==> src/verilog/dcache_pkg.sv <==
package dcache_pkg;

	////////////////////////////////////////////////////////////////////////////
	// Geometry
	////////////////////////////////////////////////////////////////////////////

	// 26 bit tag, 3 bit set index, one word select bit, 2 byte bits
	localparam int TAG_W    = 26;
	localparam int IDX_W    = 3;
	localparam int NUM_SETS = 8;
	localparam int NUM_WAYS = 2;

	typedef logic [31:0] word_t;

	typedef struct packed {
		logic [TAG_W-1:0] tag;
		logic [IDX_W-1:0] idx;
		logic             blkoff;
		logic [1:0]       byteoff;
	} dcache_addr_t;

	// One way of one set
	typedef struct packed {
		logic             valid;
		logic             dirty;
		logic [TAG_W-1:0] tag;
		word_t            word0;
		word_t            word1;
	} line_t;

	////////////////////////////////////////////////////////////////////////////
	// Ports
	////////////////////////////////////////////////////////////////////////////

	// Processor side, held until hit or flushed
	typedef struct packed {
		logic         ren;
		logic         wen;
		logic         halt;
		dcache_addr_t addr;
		word_t        store;
	} proc_req_t;

	typedef struct packed {
		logic  hit;
		logic  flushed;
		word_t load;
	} proc_rsp_t;

	// Memory side, one word per transfer
	typedef struct packed {
		logic         ren;
		logic         wen;
		dcache_addr_t addr;
		word_t        store;
	} mem_req_t;

	typedef struct packed {
		logic  busy;
		word_t load;
	} mem_rsp_t;

	////////////////////////////////////////////////////////////////////////////
	// Internal paths
	////////////////////////////////////////////////////////////////////////////

	// Tag compare result plus victim and first dirty line
	typedef struct packed {
		logic             hit;
		logic             hit_way;
		word_t            load;
		line_t            victim;
		logic             dirty_any;
		logic [IDX_W-1:0] dirty_idx;
		logic             dirty_way;
		line_t            dirty_line;
	} lookup_t;

	typedef enum logic [2:0] {
		SOP_NONE      = 3'd0,
		SOP_WRITE_HIT = 3'd1,
		SOP_TOUCH     = 3'd2,
		SOP_FILL0     = 3'd3,
		SOP_FILL1     = 3'd4,
		SOP_CLEAN     = 3'd5
	} store_op_t;

	typedef struct packed {
		store_op_t op;
	} store_cmd_t;

	typedef enum logic [3:0] {
		IDLE    = 4'd1,
		WB1     = 4'd2,
		WB2     = 4'd3,
		FD1     = 4'd4,
		FD2     = 4'd5,
		WBD1    = 4'd6,
		WBD2    = 4'd7,
		DCHK    = 4'd8,
		FLUSHED = 4'd13
	} cache_state_t;

endpackage

==> src/verilog/dcache_lookup.sv <==
`timescale 1ns/100ps

module dcache_lookup
	import dcache_pkg::*;
(
	input  line_t [NUM_SETS-1:0][NUM_WAYS-1:0] lines,
	input  logic [NUM_SETS-1:0]                lru,
	input  dcache_addr_t                       addr,
	output lookup_t                            result
);

	// Both ways of the addressed set
	line_t [NUM_WAYS-1:0] set_lines;
	logic [NUM_WAYS-1:0]  match;
	line_t                hit_line;

	assign set_lines = lines[addr.idx];

	// Tag compare, only valid ways count
	always_comb begin
		for (int w = 0; w < NUM_WAYS; w++) begin
			match[w] = set_lines[w].valid && (set_lines[w].tag == addr.tag);
		end
	end

	// Way 1 wins only when it matches, otherwise way 0
	assign hit_line = set_lines[match[1]];

	always_comb begin
		result = '0;
		result.hit = |match;
		result.hit_way = match[1];

		// Word picked by block offset
		result.load = addr.blkoff ? hit_line.word1 : hit_line.word0;

		// LRU bit points at the way to replace
		result.victim = set_lines[lru[addr.idx]];

		// First dirty line, set order, way 0 before way 1
		for (int s = 0; s < NUM_SETS; s++) begin
			for (int w = 0; w < NUM_WAYS; w++) begin
				if (!result.dirty_any && lines[s][w].dirty) begin
					result.dirty_any = 1'b1;
					result.dirty_idx = IDX_W'(s);
					result.dirty_way = 1'(w);
					result.dirty_line = lines[s][w];
				end
			end
		end
	end

	// Fills only go to the LRU way after a miss, so one tag lives in one way
	a_single_hit: assert final (!(match[0] && match[1]));

endmodule

==> config.mk <==
export PLATFORM = sky130hd
export DESIGN_NAME = dcache_lookup
export DESIGN_NICKNAME = d
export VERILOG_FILES = /design/src/verilog/dcache_pkg.sv /design/src/verilog/dcache_lookup.sv
export SDC_FILE = /design/constraint.sdc
export NUM_CORES = 1
export LEC_CHECK = 0
export BUFFER_PORTS_ARGS = -buffer_cell sky130_fd_sc_hd__buf_4
export CELL_PAD_IN_SITES_DETAIL_PLACEMENT = 1
export CELL_PAD_IN_SITES_GLOBAL_PLACEMENT = 1
export CORE_AREA = 5 5 664 666
export DETAILED_ROUTE_END_ITERATION = 10
export DIE_AREA = 0 0 669 671
export PLACE_DENSITY = 0.3
export SYNTH_ARGS = -nofsm -noshare
export SYNTH_HDL_FRONTEND = slang
export SYNTH_SLANG_ARGS = --single-unit
export TNS_END_PERCENT = 5
==> constraint.sdc <==
create_clock -name vclk -period 3.43
set_clock_uncertainty 0.05 [all_clocks]
set_input_delay 0.5145 -clock vclk [all_inputs]
set_output_delay 0.5145 -clock vclk [all_outputs]
set_load 0.02 [all_outputs]
==> flow_summary.json <==
{
  "run_status": "complete, but fails checks",
  "failed_checks": "negative setup slack",
  "fin_ws_ns": -1.15,
  "global_route.overflow_total": 0,
  "critPathRequiredTime_ns": 2.87,
  "cts_hold_repair.buffers": 0,
  "core_area_um2": 434000,
  "drc": 0,
  "design.final.nets": 6416,
  "crit_chain": "buf_16 -> mux4_2 -> nand2b_4 -> and3b_2 -> nor4b_4 -> buf_4 -> nand4_1 -> nor4_4 -> buf_12 -> buf_12 -> buf_6 -> nor3b_1 -> a211oi_4 -> buf_6",
  "areaGrowthSynthToFinish_pct": 136,
  "final.clkbuf_count": 0,
  "power.leakage_nw": 20.9,
  "drv.max_cap_violation_count": 0,
  "mappedNetlistNets": 4112,
  "yosys.cell_types.count": 60,
  "mostFrequentLayoutCells": "2290 x buf_4, 349 x mux4_2, 255 x nand2_1",
  "criticalPathCategory": "in2out",
  "final_cells": 10700,
  "grt.met1_usage": 0.232,
  "fillers": 51000,
  "placement_rows": 242,
  "grtUsageMet3": 0.0847,
  "route.final.wire_length_um": 479000,
  "multi_input_area_um2": 23200,
  "timing.critical_path.buf_inv": 6,
  "ys.warnings.count": 0,
  "synthesis.area_per_instance_um2": 8.77,
  "placement.io_buffers": 1733,
  "grt_antenna_before_repair": 290,
  "drt-initial-drc-count": 4880,
  "timing.critical_path.slowest_cell_delay_ns": 0.54,
  "min_period_ns": 4.58,
  "use_met2": 0.342,
  "drive_above_1_share": 0.673,
  "die_width_um": 669,
  "die_height_um": 671,
  "floorplan.die_area_um2": 449000,
  "post_synth_inst_count": 2600,
  "finalHoldViolCount": 0,
  "worst_path_max_delay_cell": "mux4_2",
  "routed_wirelength_normalized_by_instance_count_um": 44.6,
  "worstPathMaxFanout": 7,
  "critPathArrivalTime_ns": 4.01,
  "grtUsageTotal": 0.201,
  "critical_path.endpoint_type": "output port",
  "grt_max_degree": 78,
  "seq_cell_count": 0,
  "drt_pre_antenna_iters": 8,
  "seq_area_um2": 0,
  "post-route-period-util": 1.33,
  "rsz0062_at_grt": "yes",
  "final_replace_weighted_congestion": 0.934,
  "final_common_cell": "buf_4",
  "io-pin-count": 1735,
  "worst_pin_slew_ns": 1.11,
  "setup_viol_count_final": 214,
  "gr_peak_layer": "met2",
  "worst_setup_start_kind": "primary input",
  "slew_viol_final": 0,
  "hold_start": "lines[1379]",
  "viasPerCell": 3.83,
  "hpwlAfterDp_um": 433000,
  "whs_endpoint": "result[91]",
  "synth_seq_area_share": 0,
  "fmaxAchievable_mhz": 218,
  "drtAntennaViolNets": 0,
  "cp_top_family": "simple AND/OR/NAND/NOR gates",
  "hold_class": "in2out",
  "via_count": 41100,
  "floorplan.initialDensity": 0.0526,
  "hold_path_depth": 4,
  "number_of_placed_instances_taps_included": 10600,
  "slew_headroom": 0.260,
  "power_density_nw_per_um2": 191,
  "mappedNetlistArea_um2": 22800,
  "vias_in_the_first_global_route": 42300,
  "worst_ir_drop_vdd_mv": 0.102,
  "place_worst_setup_slack_ns": -2.04,
  "grt_first_pass_wirelength_um": 575000
}
==> per-layer routing <==
| layer | wire, µm | part of all wire |
|---|---|---|
| met5 | 1070 | 0.0022 |
| met4 | 14000 | 0.029 |
| met3 | 51100 | 0.11 |
| met2 | 229000 | 0.48 |
| met1 | 183000 | 0.38 |
==> where the power goes <==
group / total, W / internal [W] / switching [W] / leakage [nW]
sequential: 0 / 0 / 0 / 0
clock: 0.00000000330 / 0.00000000330 / 0 / 0.000558
combinational: 0.0103 / 0.00451 / 0.00577 / 20.9
==> layout make-up <==
type                       instances  area share
antenna                           87     0.00404
multi-input combinational       2241       0.431
inverter                           7    0.000627
timing repair buffer            2654       0.431
tap                             5734       0.133
==> timing repair <==
| item | CTS | global route |
|---|---|---|
| endpoints found under the setup margin | 221 | 220 |
| buffers inserted | 26 | 11 |
| resized for setup | 319 | 232 |
| cloned | 6 | 1 |
| pin swaps | 83 | 43 |
==> tightest hold or removal path, cell delays in order <==
cell     delay [ns]
buf_4          0.09
nor2_1         0.04
o22ai_1        0.11
buf_4          0.19
==> Yosys cell counts (90+ instances only) <==
cell type | instances | area [µm²]
clkbuf_1 | 208 | 781
a31oi_1 | 178 | 1110
a221oi_1 | 91 | 797
nand2_1 | 258 | 968
o22ai_1 | 91 | 569
mux2i_1 | 253 | 2530
mux4_2 | 349 | 7860
a22oi_1 | 196 | 1470
buf_2 | 99 | 495
o221ai_1 | 90 | 788
nor2_1 | 110 | 413
a21boi_0 | 94 | 706
a21oi_1 | 132 | 661
==> worst max-delay path by stage <==
stage                           from           to  slack [ns]  depth (start not counted)
final                        addr[3]  result[189]       -1.15                         14
after floorplan           lines[182]    result[0]       -0.26                          9
after CTS                    addr[3]  result[212]       -1.08                         16
after global routing         addr[3]  result[189]       -1.15                         14
after global placement       addr[3]  result[189]       -2.02                         15
after detailed placement     addr[3]  result[189]       -2.04                         15
==> through the flow <==
stage	util	hold slack, ns	area, µm²	power [W]	setup TNS [ns]
after global placement	0.117	1.41	50600	0.00970	-168.27
after floorplan	-	1.16	23200	0.00293	-34.49
after CTS	0.121	1.41	52400	0.0100	-109.24
after global routing	0.124	1.44	53700	0.0106	-113.35
final	0.124	1.41	53800	0.0103	-102.50
after detailed placement	0.117	1.41	50600	0.00967	-170.04
==> cell families after synthesis <==
family | count (synthesis) | share of synthesized area
AO/OA/AOI/OAI | 1093 | 0.351
XOR/XNOR | 40 | 0.0154
buffers and inverters | 359 | 0.0711
multiplexers | 606 | 0.460
AND/OR/NAND/NOR | 502 | 0.103
No activity file was read; power rests on OpenSTA's default activity.
