### src/verilog/dcache_pkg.sv
package dcache_pkg;

	////////////////////////////////////////////////////////////////////////////
	// Geometry
	////////////////////////////////////////////////////////////////////////////

	// 26 bit tag, 3 bit set index, one word select bit, 2 byte bits
	localparam int TAG_W    = 26;
	localparam int IDX_W    = 3;
	localparam int NUM_SETS = 8;
	localparam int NUM_WAYS = 2;

	typedef logic [31:0] word_t;

	typedef struct packed {
		logic [TAG_W-1:0] tag;
		logic [IDX_W-1:0] idx;
		logic             blkoff;
		logic [1:0]       byteoff;
	} dcache_addr_t;

	// One way of one set
	typedef struct packed {
		logic             valid;
		logic             dirty;
		logic [TAG_W-1:0] tag;
		word_t            word0;
		word_t            word1;
	} line_t;

	////////////////////////////////////////////////////////////////////////////
	// Ports
	////////////////////////////////////////////////////////////////////////////

	// Processor side, held until hit or flushed
	typedef struct packed {
		logic         ren;
		logic         wen;
		logic         halt;
		dcache_addr_t addr;
		word_t        store;
	} proc_req_t;

	typedef struct packed {
		logic  hit;
		logic  flushed;
		word_t load;
	} proc_rsp_t;

	// Memory side, one word per transfer
	typedef struct packed {
		logic         ren;
		logic         wen;
		dcache_addr_t addr;
		word_t        store;
	} mem_req_t;

	typedef struct packed {
		logic  busy;
		word_t load;
	} mem_rsp_t;

	////////////////////////////////////////////////////////////////////////////
	// Internal paths
	////////////////////////////////////////////////////////////////////////////

	// Tag compare result plus victim and first dirty line
	typedef struct packed {
		logic             hit;
		logic             hit_way;
		word_t            load;
		line_t            victim;
		logic             dirty_any;
		logic [IDX_W-1:0] dirty_idx;
		logic             dirty_way;
		line_t            dirty_line;
	} lookup_t;

	typedef enum logic [2:0] {
		SOP_NONE      = 3'd0,
		SOP_WRITE_HIT = 3'd1,
		SOP_TOUCH     = 3'd2,
		SOP_FILL0     = 3'd3,
		SOP_FILL1     = 3'd4,
		SOP_CLEAN     = 3'd5
	} store_op_t;

	typedef struct packed {
		store_op_t op;
	} store_cmd_t;

	typedef enum logic [3:0] {
		IDLE    = 4'd1,
		WB1     = 4'd2,
		WB2     = 4'd3,
		FD1     = 4'd4,
		FD2     = 4'd5,
		WBD1    = 4'd6,
		WBD2    = 4'd7,
		DCHK    = 4'd8,
		FLUSHED = 4'd13
	} cache_state_t;

endpackage

### src/verilog/dcache_set_store.sv
`timescale 1ns/100ps

module dcache_set_store
	import dcache_pkg::*;
(
	input  logic                               CLK,
	input  logic                               nRST,
	input  dcache_addr_t                       addr,
	input  word_t                              store,
	input  word_t                              mem_load,
	input  lookup_t                            look,
	input  store_cmd_t                         cmd,
	output line_t [NUM_SETS-1:0][NUM_WAYS-1:0] lines,
	output logic [NUM_SETS-1:0]                lru
);

	// Way that a fill lands in
	logic fill_way;

	assign fill_way = lru[addr.idx];

	////////////////////////////////////////////////////////////////////////////
	// Line array and LRU bits
	////////////////////////////////////////////////////////////////////////////

	always_ff @(posedge CLK, negedge nRST) begin
		if (!nRST) begin
			lines <= '0;
			lru <= '0;
		end else begin
			case (cmd.op)
				SOP_WRITE_HIT: begin
					// Store word into the hit way
					if (addr.blkoff) begin
						lines[addr.idx][look.hit_way].word1 <= store;
					end else begin
						lines[addr.idx][look.hit_way].word0 <= store;
					end
					lines[addr.idx][look.hit_way].dirty <= 1'b1;
					// Other way becomes LRU
					lru[addr.idx] <= ~look.hit_way;
				end

				SOP_TOUCH: begin
					// Read hit, LRU only
					lru[addr.idx] <= ~look.hit_way;
				end

				SOP_FILL0: begin
					// First fetched word, line not usable until the second
					lines[addr.idx][fill_way].word0 <= mem_load;
					lines[addr.idx][fill_way].valid <= 1'b0;
					lines[addr.idx][fill_way].dirty <= 1'b0;
				end

				SOP_FILL1: begin
					// Second word completes the line
					lines[addr.idx][fill_way].word1 <= mem_load;
					lines[addr.idx][fill_way].tag <= addr.tag;
					lines[addr.idx][fill_way].valid <= 1'b1;
					lines[addr.idx][fill_way].dirty <= 1'b0;
				end

				SOP_CLEAN: begin
					// Flush write-back of the first dirty line is done
					lines[look.dirty_idx][look.dirty_way].dirty <= 1'b0;
				end

				default: begin
				end
			endcase
		end
	end

	////////////////////////////////////////////////////////////////////////////
	// Checks
	////////////////////////////////////////////////////////////////////////////

	// A fill replaces a line only while the request still misses both ways
	a_fill_miss: assert property (@(posedge CLK) disable iff (!nRST)
		(cmd.op == SOP_FILL0 || cmd.op == SOP_FILL1) |-> !look.hit);

endmodule

### config.mk
export PLATFORM = sky130hd
export DESIGN_NAME = dcache_set_store
export DESIGN_NICKNAME = d
export VERILOG_FILES = /design/src/verilog/dcache_pkg.sv /design/src/verilog/dcache_set_store.sv
export SDC_FILE = /design/constraint.sdc
export NUM_CORES = 2
export LEC_CHECK = 0
export BUFFER_PORTS_ARGS = -buffer_cell sky130_fd_sc_hd__buf_4
export CORE_AREA = 2 2 710 712
export CTS_BUF_LIST = sky130_fd_sc_hd__clkbuf_2
export CTS_CLUSTER_DIAMETER = 40
export DETAILED_ROUTE_END_ITERATION = 12
export DIE_AREA = 0 0 712 714
export GPL_TIMING_DRIVEN = 0
export REMOVE_ABC_BUFFERS = 1
export SYNTH_ARGS = -nofsm -noshare
export SYNTH_HDL_FRONTEND = slang
export SYNTH_SLANG_ARGS = --single-unit
### constraint.sdc
create_clock -name CLK -period 4.3 [get_ports CLK]
set_input_delay 0.86 -clock CLK [delete_from_list [all_inputs] [get_ports CLK]]
set_output_delay 0.86 -clock CLK [all_outputs]
set_load 0.1 [all_outputs]
==> metrics.txt <==
Routed WL per cell 39.2 µm; number of antenna violations at the first check in global routing 110; Crit Path Category primary input to flip-flop; IO Pins 1804; placed insts 13.7k; maximum number of pins on one net before global-route repair 171; data arrival at the endpoint of the critical path 6.67 ns; first-pass GRT wire length 732 mm; number of standard cells in the layout, taps in and fillers out 15.0k; Initial DRT Pass Iterations 8; slew margin rel. 8.52%; area of the die 508000 µm²; maximum clock skew at final layout 0.304 ns; number of cells on the worst hold path 5; leading area contributor after synthesis dfrtp_1; synthesized area divided by synthesized cell count 11.1 µm²; hpwl dp 369 mm; Yosys warning count 0; global router's overall resource usage 22.1%; chip height 714 µm; starting utilization of the core area 13.1%; Max-Cap Viols 0; routed length on met3 64.0 mm; share of the synthesized area in compound gates (AO/OA/AOI/OAI) 25.6%; proportion of synthesized area in mux cells 4.20%; number of hold violations in the final report 0; Antenna Nets Post-Route 0; register area share after synthesis 56.7%; unrepaired setup endpoints after global routing no; CTS tree done; time the final worst path needs with I/O delays and setup 4.61 ns; routed metal-1 wirelength 222 mm; number of synthesized flops with an enable pin 0; netlist area before placement 65400 µm²; pin slew with the least headroom to its limit 1.37 ns; number of buffers added by the clock tree synthesis step 441; wirelength, routed 589 mm; share of async-settable or async-resettable flops after synthesis 100%; dominant combinational cell family by area after synthesis compound AO/OA/AOI/OAI gates; data required time of the worst path 6.36 ns; Worst Hold Class primary input to flip-flop; crit share post-route 107%; setup bufs post-CTS 0; x dimension of the die 712 µm; Via Count 68.6k; # DRC 0; setup total negative slack -1.83 ns; status complete, but fails checks; crit path setup slack, layout -0.313 ns; number of clock sinks 1480; Placement Rows 260; top sig layer met5; total congestion overflow 0; share of layout cells above drive strength 1 36.5%; CP Launch Type primary input; number of global-route vias before repair 66.0k; final estimated routing congestion in global placement 0.810; number of endpoints failing setup at the final stage 14; register share of total power 28.2%; H-tree levels 5; violation count after the first detailed-route iteration 9322; clock-pin slew on the worst setup and hold paths 0.10 ns; net switching share of the total power 57.5%; portion of synthesized cell area occupied by the leading cell type 56.7%; total leakage power 45.0 nW; cell chosen for the clock root clkbuf_2; power share of the clock group 18.4%; met2 layer wire length in the routed design 258 mm; share of power burned in combinational logic 53.4%; synthesis-stage register bit count 1480; I/O Buffers 1583; failing checks negative setup slack; most instantiated flip-flop cell in the synthesis netlist dfrtp_1; power density over the cells 659 nW/µm²; Int Power 27.8 mW; power spent charging and discharging nets 37.7 mW; Clock Latency Late Sink 2.29 ns; maximum resistive drop on vdd 0.000485 V; achievable clock frequency 217 MHz; total core area 500000 µm²; endpoint kind of the worst setup timing path flip-flop; number of max-slew violations in the final report 0; Adder-Cell Fraction of Synth Area 0%; average via count per standard cell 4.57; net total in the final layout 8232; Area contributors post-synth dfrtp_1, a221o_1, o2bb2ai_1; post-synthesis to final-layout area growth 51.9%; Post-Synthesis Cells 5885; highest net fanout along the worst path 27; Netlist cell types 70; Clock Tree Buf Depth 4; logic depth of the worst register-to-register path 10; post-synthesis share of cell area spent on and, or, nand and nor gates 7.68%; parity-gate share of the synthesized area counting xor and xnor cells 0.0134%
==> Yosys cell counts, types with 45 or more instances <==
| master | count |
|---|---|
| clkbuf_1 | 540 |
| a21o_1 | 232 |
| inv_1 | 180 |
| a32oi_1 | 45 |
| a22o_1 | 220 |
| a221o_1 | 292 |
| a22oi_1 | 320 |
| o21ai_0 | 122 |
| dfrtp_1 | 1480 |
| mux2_2 | 218 |
| nor2_1 | 260 |
| nor3_1 | 51 |
| o2bb2ai_1 | 320 |
| a31oi_1 | 64 |
| buf_2 | 169 |
| o211ai_1 | 96 |
| a21oi_1 | 189 |
| nand3_1 | 158 |
| o32ai_1 | 135 |
| nand2_1 | 497 |
==> logic make-up (layout without fill, tap and decap cells) <==
| group | after synthesis | after routing |
|---|---|---|
| DFF | 1480 | 1480 |
| and+or+nand+nor | 1095 | 1095 |
| other | 0 | 94 |
| xor gates and xnor gates | 1 | 1 |
| muxes | 244 | 244 |
| buffers and inverters | 949 | 3299 |
| AOI/OAI and AO/OA | 2116 | 2116 |
==> worst max-delay path: stages <==
cell and delay (ns):
dlygate4sd3_1 0.57, dlygate4sd3_1 0.68, buf_4 0.39, dlygate4sd3_1 1.22
nand4b_1 0.29, nor4_4 0.85, buf_8 0.28, a21oi_1 0.10
dlygate4sd3_1 0.57, o32ai_1 0.22, dlygate4sd3_1 0.60
==> power by group through the flow <==
| stage | logic, mW | clock network, mW | registers (mW) |
|---|---|---|---|
| final | 34.9 | 12.0 | 18.5 |
| after global routing | 35.5 | 13.0 | 18.7 |
| after CTS | 35.0 | 12.4 | 18.4 |
| after detailed placement | 33.9 | 0 | 18.6 |
| after global placement | 33.5 | 0 | 18.6 |
| after floorplan | 3.19 | 0 | 38.7 |
==> per-stage QoR <==
step                      util (%)  setup WS, ns  hold slack, ns  total power [mW]  area [µm²]
final                         19.8        -0.313           0.268              65.4       99300
after global routing          19.8        0.0442          0.0631              67.3       99100
after CTS                     19.8      0.000349         0.00662              65.7       98900
after detailed placement      17.7        -0.577           0.463              52.5       88700
after global placement        16.5        -18.88           0.461              52.0       82400
after floorplan                  -         -4.45           0.564              41.9       62200
==> sequential cells by signal, summed over array words and instances (netlist names) <==
| register | cells |
|---|---|
| lines | 1472 |
| lru | 8 |
==> what timing repair did <==
| action | 4_1_cts | 5_1_grt |
|---|---|---|
| setup endpoints to repair | 20 | 159 |
| gates resized for setup | 25 | 5 |
| hold endpoints to repair | 2205 | 0 |
| hold buffers | 477 | 0 |
| cloned | 0 | 3 |
==> worst paths after layout <==
kind | to | start | slack (ns)
worst max-delay path | lines[1323] | addr[5] | -0.31
worst min-delay path | lines[1198] | addr[2] | 0.27
worst max register to register | lines[81] | lru[0] | 0
worst min register to register | lines[0] | lines[0] | 0.48
max in group asynchronous | lines[1139] | nRST | 0.32
min in group asynchronous | lines[1456] | nRST | 0.92
==> layer usage <==
metal	track usage, %	vias up
met5	0	-
met4	13.4	36
met3	8.53	1537
met2	34.3	5490
met1	25.7	35148
li1	-	26419
==> cell usage in the layout, fill, tap and decap left out, types with 9 or more instances in the layout <==
cell type / instances
o2bb2ai_1: 320
a21o_1: 231
a31oi_1: 64
a21oi_4: 19
inv_1: 180
nand3_1: 152
diode_2: 94
dlygate4sd3_1: 393
a32oi_1: 45
a22oi_1: 320
nor2_1: 235
buf_4: 1578
o32ai_1: 135
bufinv_16: 11
nand2b_2: 10
a2bb2oi_1: 19
o211ai_1: 96
clkinv_1: 89
a32o_1: 11
nor2_4: 29
nor4_4: 14
mux2i_1: 19
dfrtp_1: 1475
buf_6: 86
o21ai_0: 122
clkinv_2: 31
buf_16: 137
o21ai_4: 9
buf_8: 44
a21oi_1: 170
buf_12: 104
a22o_1: 220
mux2_2: 218
nand2_1: 492
a221o_1: 292
nor3_1: 44
clkbuf_2: 623
and3_1: 9
==> area by class of cell <==
type	instances	area (µm²)
fill	54583	401000
sequential	1480	37000
multi-input combinational	3456	25500
timing repair buffer	2349	23400
tap	6681	8360
clock buffer	623	3120
clock inverter	147	976
inverter	180	676
antenna	94	235
(Power assumes the default switching activity.)
