**src/verilog/dcache_pkg.sv**
```systemverilog
package dcache_pkg;

	////////////////////////////////////////////////////////////////////////////
	// Geometry
	////////////////////////////////////////////////////////////////////////////

	// 26 bit tag, 3 bit set index, one word select bit, 2 byte bits
	localparam int TAG_W    = 26;
	localparam int IDX_W    = 3;
	localparam int NUM_SETS = 8;
	localparam int NUM_WAYS = 2;

	typedef logic [31:0] word_t;

	typedef struct packed {
		logic [TAG_W-1:0] tag;
		logic [IDX_W-1:0] idx;
		logic             blkoff;
		logic [1:0]       byteoff;
	} dcache_addr_t;

	// One way of one set
	typedef struct packed {
		logic             valid;
		logic             dirty;
		logic [TAG_W-1:0] tag;
		word_t            word0;
		word_t            word1;
	} line_t;

	////////////////////////////////////////////////////////////////////////////
	// Ports
	////////////////////////////////////////////////////////////////////////////

	// Processor side, held until hit or flushed
	typedef struct packed {
		logic         ren;
		logic         wen;
		logic         halt;
		dcache_addr_t addr;
		word_t        store;
	} proc_req_t;

	typedef struct packed {
		logic  hit;
		logic  flushed;
		word_t load;
	} proc_rsp_t;

	// Memory side, one word per transfer
	typedef struct packed {
		logic         ren;
		logic         wen;
		dcache_addr_t addr;
		word_t        store;
	} mem_req_t;

	typedef struct packed {
		logic  busy;
		word_t load;
	} mem_rsp_t;

	////////////////////////////////////////////////////////////////////////////
	// Internal paths
	////////////////////////////////////////////////////////////////////////////

	// Tag compare result plus victim and first dirty line
	typedef struct packed {
		logic             hit;
		logic             hit_way;
		word_t            load;
		line_t            victim;
		logic             dirty_any;
		logic [IDX_W-1:0] dirty_idx;
		logic             dirty_way;
		line_t            dirty_line;
	} lookup_t;

	typedef enum logic [2:0] {
		SOP_NONE      = 3'd0,
		SOP_WRITE_HIT = 3'd1,
		SOP_TOUCH     = 3'd2,
		SOP_FILL0     = 3'd3,
		SOP_FILL1     = 3'd4,
		SOP_CLEAN     = 3'd5
	} store_op_t;

	typedef struct packed {
		store_op_t op;
	} store_cmd_t;

	typedef enum logic [3:0] {
		IDLE    = 4'd1,
		WB1     = 4'd2,
		WB2     = 4'd3,
		FD1     = 4'd4,
		FD2     = 4'd5,
		WBD1    = 4'd6,
		WBD2    = 4'd7,
		DCHK    = 4'd8,
		FLUSHED = 4'd13
	} cache_state_t;

endpackage

```
**src/verilog/dcache_ctrl.sv**
```systemverilog
`timescale 1ns/100ps

module dcache_ctrl
	import dcache_pkg::*;
(
	input  logic       CLK,
	input  logic       nRST,
	input  proc_req_t  req,
	input  lookup_t    look,
	input  mem_rsp_t   mem_rsp,
	output proc_rsp_t  rsp,
	output mem_req_t   mem_req,
	output store_cmd_t cmd
);

	cache_state_t     state;
	cache_state_t     next_state;
	logic             access;
	// Word 0 or word 1 of the line in flight
	logic             word_sel;
	// Line and set that a write-back comes from
	line_t            src_line;
	logic [IDX_W-1:0] src_idx;

	assign access = req.ren || req.wen;

	always_ff @(posedge CLK, negedge nRST) begin
		if (!nRST) begin
			state <= IDLE;
		end else begin
			state <= next_state;
		end
	end

	////////////////////////////////////////////////////////////////////////////
	// Next state
	////////////////////////////////////////////////////////////////////////////

	always_comb begin
		next_state = state;
		case (state)
			IDLE: begin
				// Halt wins over a pending miss
				if (req.halt) begin
					next_state = DCHK;
				end else if (access && !look.hit) begin
					if (look.victim.valid && look.victim.dirty) begin
						next_state = WB1;
					end else begin
						next_state = FD1;
					end
				end
			end
			// Memory states advance once busy drops
			WB1:  next_state = mem_rsp.busy ? WB1 : WB2;
			WB2:  next_state = mem_rsp.busy ? WB2 : FD1;
			FD1:  next_state = mem_rsp.busy ? FD1 : FD2;
			FD2:  next_state = mem_rsp.busy ? FD2 : IDLE;
			DCHK: next_state = look.dirty_any ? WBD1 : FLUSHED;
			WBD1: next_state = mem_rsp.busy ? WBD1 : WBD2;
			WBD2: next_state = mem_rsp.busy ? WBD2 : DCHK;
			// Held until reset
			FLUSHED: next_state = FLUSHED;
			default: next_state = IDLE;
		endcase
	end

	////////////////////////////////////////////////////////////////////////////
	// Outputs
	////////////////////////////////////////////////////////////////////////////

	always_comb begin
		rsp.hit = 1'b0;
		rsp.flushed = 1'b0;
		rsp.load = look.load;
		mem_req.ren = 1'b0;
		mem_req.wen = 1'b0;
		cmd.op = SOP_NONE;
		word_sel = 1'b0;
		// Miss write-back uses the victim by default
		src_line = look.victim;
		src_idx = req.addr.idx;

		case (state)
			IDLE: begin
				if (!req.halt && access && look.hit) begin
					rsp.hit = 1'b1;
					cmd.op = req.wen ? SOP_WRITE_HIT : SOP_TOUCH;
				end
			end
			WB1, WB2: begin
				mem_req.wen = 1'b1;
				word_sel = (state == WB2);
			end
			FD1, FD2: begin
				mem_req.ren = 1'b1;
				word_sel = (state == FD2);
				// Fetched word goes into the array as it arrives
				if (!mem_rsp.busy) begin
					cmd.op = (state == FD2) ? SOP_FILL1 : SOP_FILL0;
				end
			end
			WBD1, WBD2: begin
				mem_req.wen = 1'b1;
				word_sel = (state == WBD2);
				src_line = look.dirty_line;
				src_idx = look.dirty_idx;
				if ((state == WBD2) && !mem_rsp.busy) begin
					cmd.op = SOP_CLEAN;
				end
			end
			FLUSHED: begin
				rsp.flushed = 1'b1;
			end
			default: begin
			end
		endcase

		// Writes go to the source line address, reads to the requested one
		mem_req.addr.tag = mem_req.wen ? src_line.tag : req.addr.tag;
		mem_req.addr.idx = mem_req.wen ? src_idx : req.addr.idx;
		mem_req.addr.blkoff = word_sel;
		mem_req.addr.byteoff = 2'b00;
		mem_req.store = word_sel ? src_line.word1 : src_line.word0;
	end

	// One memory transfer direction at a time
	a_rw_excl: assert property (@(posedge CLK) disable iff (!nRST)
		!(mem_req.ren && mem_req.wen));

endmodule

```
**config.mk**
```make
export PLATFORM = sky130hd
export DESIGN_NAME = dcache_ctrl
export DESIGN_NICKNAME = d
export VERILOG_FILES = /design/src/verilog/dcache_pkg.sv /design/src/verilog/dcache_ctrl.sv
export SDC_FILE = /design/constraint.sdc
export NUM_CORES = 1
export LEC_CHECK = 0
export BUFFER_PORTS_ARGS = -buffer_cell sky130_fd_sc_hd__buf_2
export CORE_AREA = 2 2 168 170
export DETAILED_ROUTE_END_ITERATION = 8
export DIE_AREA = 0 0 170 172
export PLACE_DENSITY_LB_ADDON = 0.3
export SYNTH_ARGS = -nofsm -noshare
export SYNTH_HDL_FRONTEND = slang
export SYNTH_SLANG_ARGS = --single-unit
```
**constraint.sdc**
```tcl
create_clock -name CLK -period 1.57 [get_ports CLK]
set_clock_uncertainty 0.05 [all_clocks]
set_input_delay 0.0785 -clock CLK [delete_from_list [all_inputs] [get_ports CLK]]
set_output_delay 0.0785 -clock CLK [all_outputs]
set_load 0.01 [all_outputs]
```
==> results.md <==
- CTS Root Cell: clkbuf_16
- Area contributors post-synth: buf_4, nand2_1, mux2i_1, a211oi_1, a31oi_1
- Critical R2R Launch: state[0]$_DFFE_PN1P_
- Initial Utilization: 0.0848
- Biggest register: state
- Cell-internal power: 0.00284 W
- Initial drt markers: 79
- Comb power frac: 0.879
- Crit share post-route: 1.19
- Clock group share of total power: 0.082
- Crit path from: state[2]$_DFFE_PN0P_
- Kind of critical path: flop to output pin
- DP Wirelength: 10.1 mm
- Worst reg2reg setup slack: -0.12 ns
- P&R area growth vs syn: 117%
- Status: finished, violations left
- Syn. warnings: 0
- CTS tree: built
- Final setup margin: -0.297 ns
- Core Region: 0.0275 mm2
- Worst-Skew Late Latency: 0.23 ns
- Regs by FF count: state x4
- Final Hold Vio Count: 0
- Post-route setup TNS: -12.83 ns
- Crit path buffers/inverters: 3
- Leak Pwr: 2.47 nW
- End point of the critical path: mem_req[6]
- VDD IR max: 361 uV
- Share of cells above drive strength 1: 0.618
- Net Sw Power: 0.00224 W
- Worst-path fanout max: 17
- Ports: 428
- Remaining DRCs: 0
- H-tree level count: 1
- Global route total overflow: 0
- Slew Limit Fails: 0
- Post-route cell area: 0.00505 mm2
- Critical path cell sequence: o211ai_1, clkbuf_16, buf_12, a211oi_2, a31oi_1, buf_2
- Total power draw: 0.00508 W
- Max_cap viols: 0
- Slowest stage delay, CP: 0.41 ns
- Post-Syn Instances: 374
- Worst flop-to-flop path endpoint: state[1]$_DFFE_PN0P_
- Synth Register Bits: 4
- Total track usage: 0.0781
- CP endpoint kind: output pin
- Top-area cell type share of the netlist area: 0.129
- Initial antenna violation count: 1
- Sw frac: 0.441
- PwrDens: 1000 mW/mm2
- Unrepaired setup endpoints after global routing: yes
- Gp weighted congestion: 0.691
- Rows: 61
- DRT antenna net count: 0
- TritonCTS Sinks: 4
- Ant. Diodes: 0
- Hold WS: 0.105 ns
- Nets: 1,006
- Routed wire length: 13.4 mm
- Number of buffers added on ports: 290
- Synth area leader: buf_4
- Placed Area: 0.00422 mm2
- CP required: 1.44 ns
- Die Span X: 170 um
- Final number of setup-violating endpoints: 68
- Worst Setup Start Kind: flop
- Tmin final: 1.87 ns
- Sequential Power Share: 0.039
- Total Die Area: 0.0292 mm2
- Vias/cell: 3.71
- DRT Pass-1 Iters: 4
- Max Freq: 0.536 GHz
- Clock Path Buffers: 2
- Largest net degree at the start of global routing: 43
- Inserted Clock Buffers: 3
- Layout fillers: 3,146
- R2R depth: 8
- Failing checks: negative setup slack
- Number of library cell types mapped by synthesis: 38
- Worst Path Arrival: 1.74 ns
- Vias in the first global route: 3,503
- Die height: 172 um
- Routed len/inst: 13.0 um
- Critical path depth: 6
- Sequential area share after synthesis: 0.0435
- Max FFs per register: 4
- Netlist Area Pre-Place: 0.00233 mm2
- CP top delay family: buffers and inverters
- First-pass GRT wire length: 17.3 mm
- Hold Path Class: primary input to flop
- Slowest cell on the critical path: dfrtp_2
- Mean Syn Cell Area: 6.23 um2
- Vias: 3,810
- Clock slew at reported path FFs: 0.03 ns
per-layer routing:
| layer | global-route usage | share of wire | vias up |
|---|---|---|---|
| met2 | 0.160 | 0.52 | 254 |
| met5 | 0 | 0 | - |
| met3 | 0.0217 | 0.099 | 12 |
| met1 | 0.0723 | 0.36 | 1654 |
| met4 | 0.0308 | 0.024 | 0 |
| li1 | - | - | 1890 |
worst reg2reg max path: stages (launching register included):
cell      delay (ns)
dfstp_2         0.55
buf_6           0.12
nand2b_4        0.06
nor4_4          0.27
buf_4           0.16
buf_6           0.09
buf_6           0.09
nand3_2         0.04
a31oi_1         0.18
area by class of cell:
class	instances	area (um2)	area share
multi-input combinational	299	1960	0.388
clock buffer	4	78.8	0.0156
timing repair buffer	369	2460	0.487
sequential	4	103	0.0203
inverter	4	17.5	0.00347
tap	346	433	0.0856
metrics by stage:
step	setup WS, ns	utilization	instances
floorplan	0.0794	-	375
global placement	-0.199	0.153	995
detailed placement	-0.209	0.153	995
CTS	-0.282	0.173	1015
global route	-0.385	0.184	1026
finish	-0.297	0.184	1026
Yosys cell counts (all sizes together):
cell,n
mux2i,27
inv,4
dfstp,1
a21oi,28
or2,1
o21ai,2
and2,32
a211o,3
dfrtp,3
o21a,1
nand3,3
xnor2,1
nand2b,4
clkbuf,6
a32o,2
a221oi,1
nor4b,1
nand2,79
nor3,1
and3b,1
o2bb2ai,1
nor2b,2
buf,62
a31oi,33
o211ai,1
nor2,37
a211oi,32
nand4b,1
nor4,3
conb,1
cells in the final DEF, fill, tap and decap left out, types with 2 or more instances in the layout:
| master | n |
|---|---|
| buf_2 | 287 |
| nand2_1 | 78 |
| buf_4 | 38 |
| nor2_1 | 36 |
| a31oi_1 | 31 |
| a21oi_1 | 27 |
| a211oi_2 | 25 |
| mux2i_1 | 25 |
| and2_1 | 22 |
| buf_6 | 18 |
| clkbuf_16 | 8 |
| buf_8 | 8 |
| and2_0 | 7 |
| buf_12 | 7 |
| a211oi_1 | 6 |
| buf_16 | 4 |
| and2_4 | 3 |
| a211o_1 | 3 |
| nand2b_4 | 2 |
| a32o_1 | 2 |
| inv_1 | 2 |
| nand2b_1 | 2 |
| a31oi_2 | 2 |
| nor2b_1 | 2 |
| nor4_1 | 2 |
| conb_1 | 2 |
| dfrtp_1 | 2 |
logic make-up after synthesis:
group,synth area share
mux,0.116
flops,0.0435
buf+inv,0.215
simple gates,0.326
xor+xnor,0.00376
other cells,0.00161
compound gates,0.294
power groups by stage:
stage / sequential (W) / combinational, W / clock [W]
4_1_cts: 0.000200 / 0.00409 / 0.000422
3_5_place_dp: 0.000200 / 0.00348 / 0
3_3_place_gp: 0.000198 / 0.00352 / 0
5_1_grt: 0.000206 / 0.00484 / 0.000434
2_1_floorplan: 0.000180 / 0.00195 / 0
6_report: 0.000198 / 0.00446 / 0.000415
timing repair:
action / 4_1_cts / 5_1_grt
hold buffers: 1 / 0
setup endpoints to repair: 66 / 71
resized for setup: 57 / 35
hold endpoints to repair: 4 / 0
gates cloned: 4 / 5
pin swaps: 27 / 9
buffers inserted: 11 / 8
worst min-delay path by stage:
| stage | from | depth (start not counted) | to | slack [ns] |
|---|---|---|---|---|
| 3_3_place_gp | nRST | 1 | state[1]$_DFFE_PN0P_ | -0.16 |
| 2_1_floorplan | nRST | 0 | state[1]$_DFFE_PN0P_ | -0.27 |
| 3_5_place_dp | nRST | 1 | state[1]$_DFFE_PN0P_ | -0.15 |
| 4_1_cts | look[187] | 3 | state[1]$_DFFE_PN0P_ | 0.09 |
| 5_1_grt | look[211] | 0 | rsp[22] | 0.11 |
| 6_report | look[188] | 3 | state[1]$_DFFE_PN0P_ | 0.11 |
(Power assumes the default switching activity.)
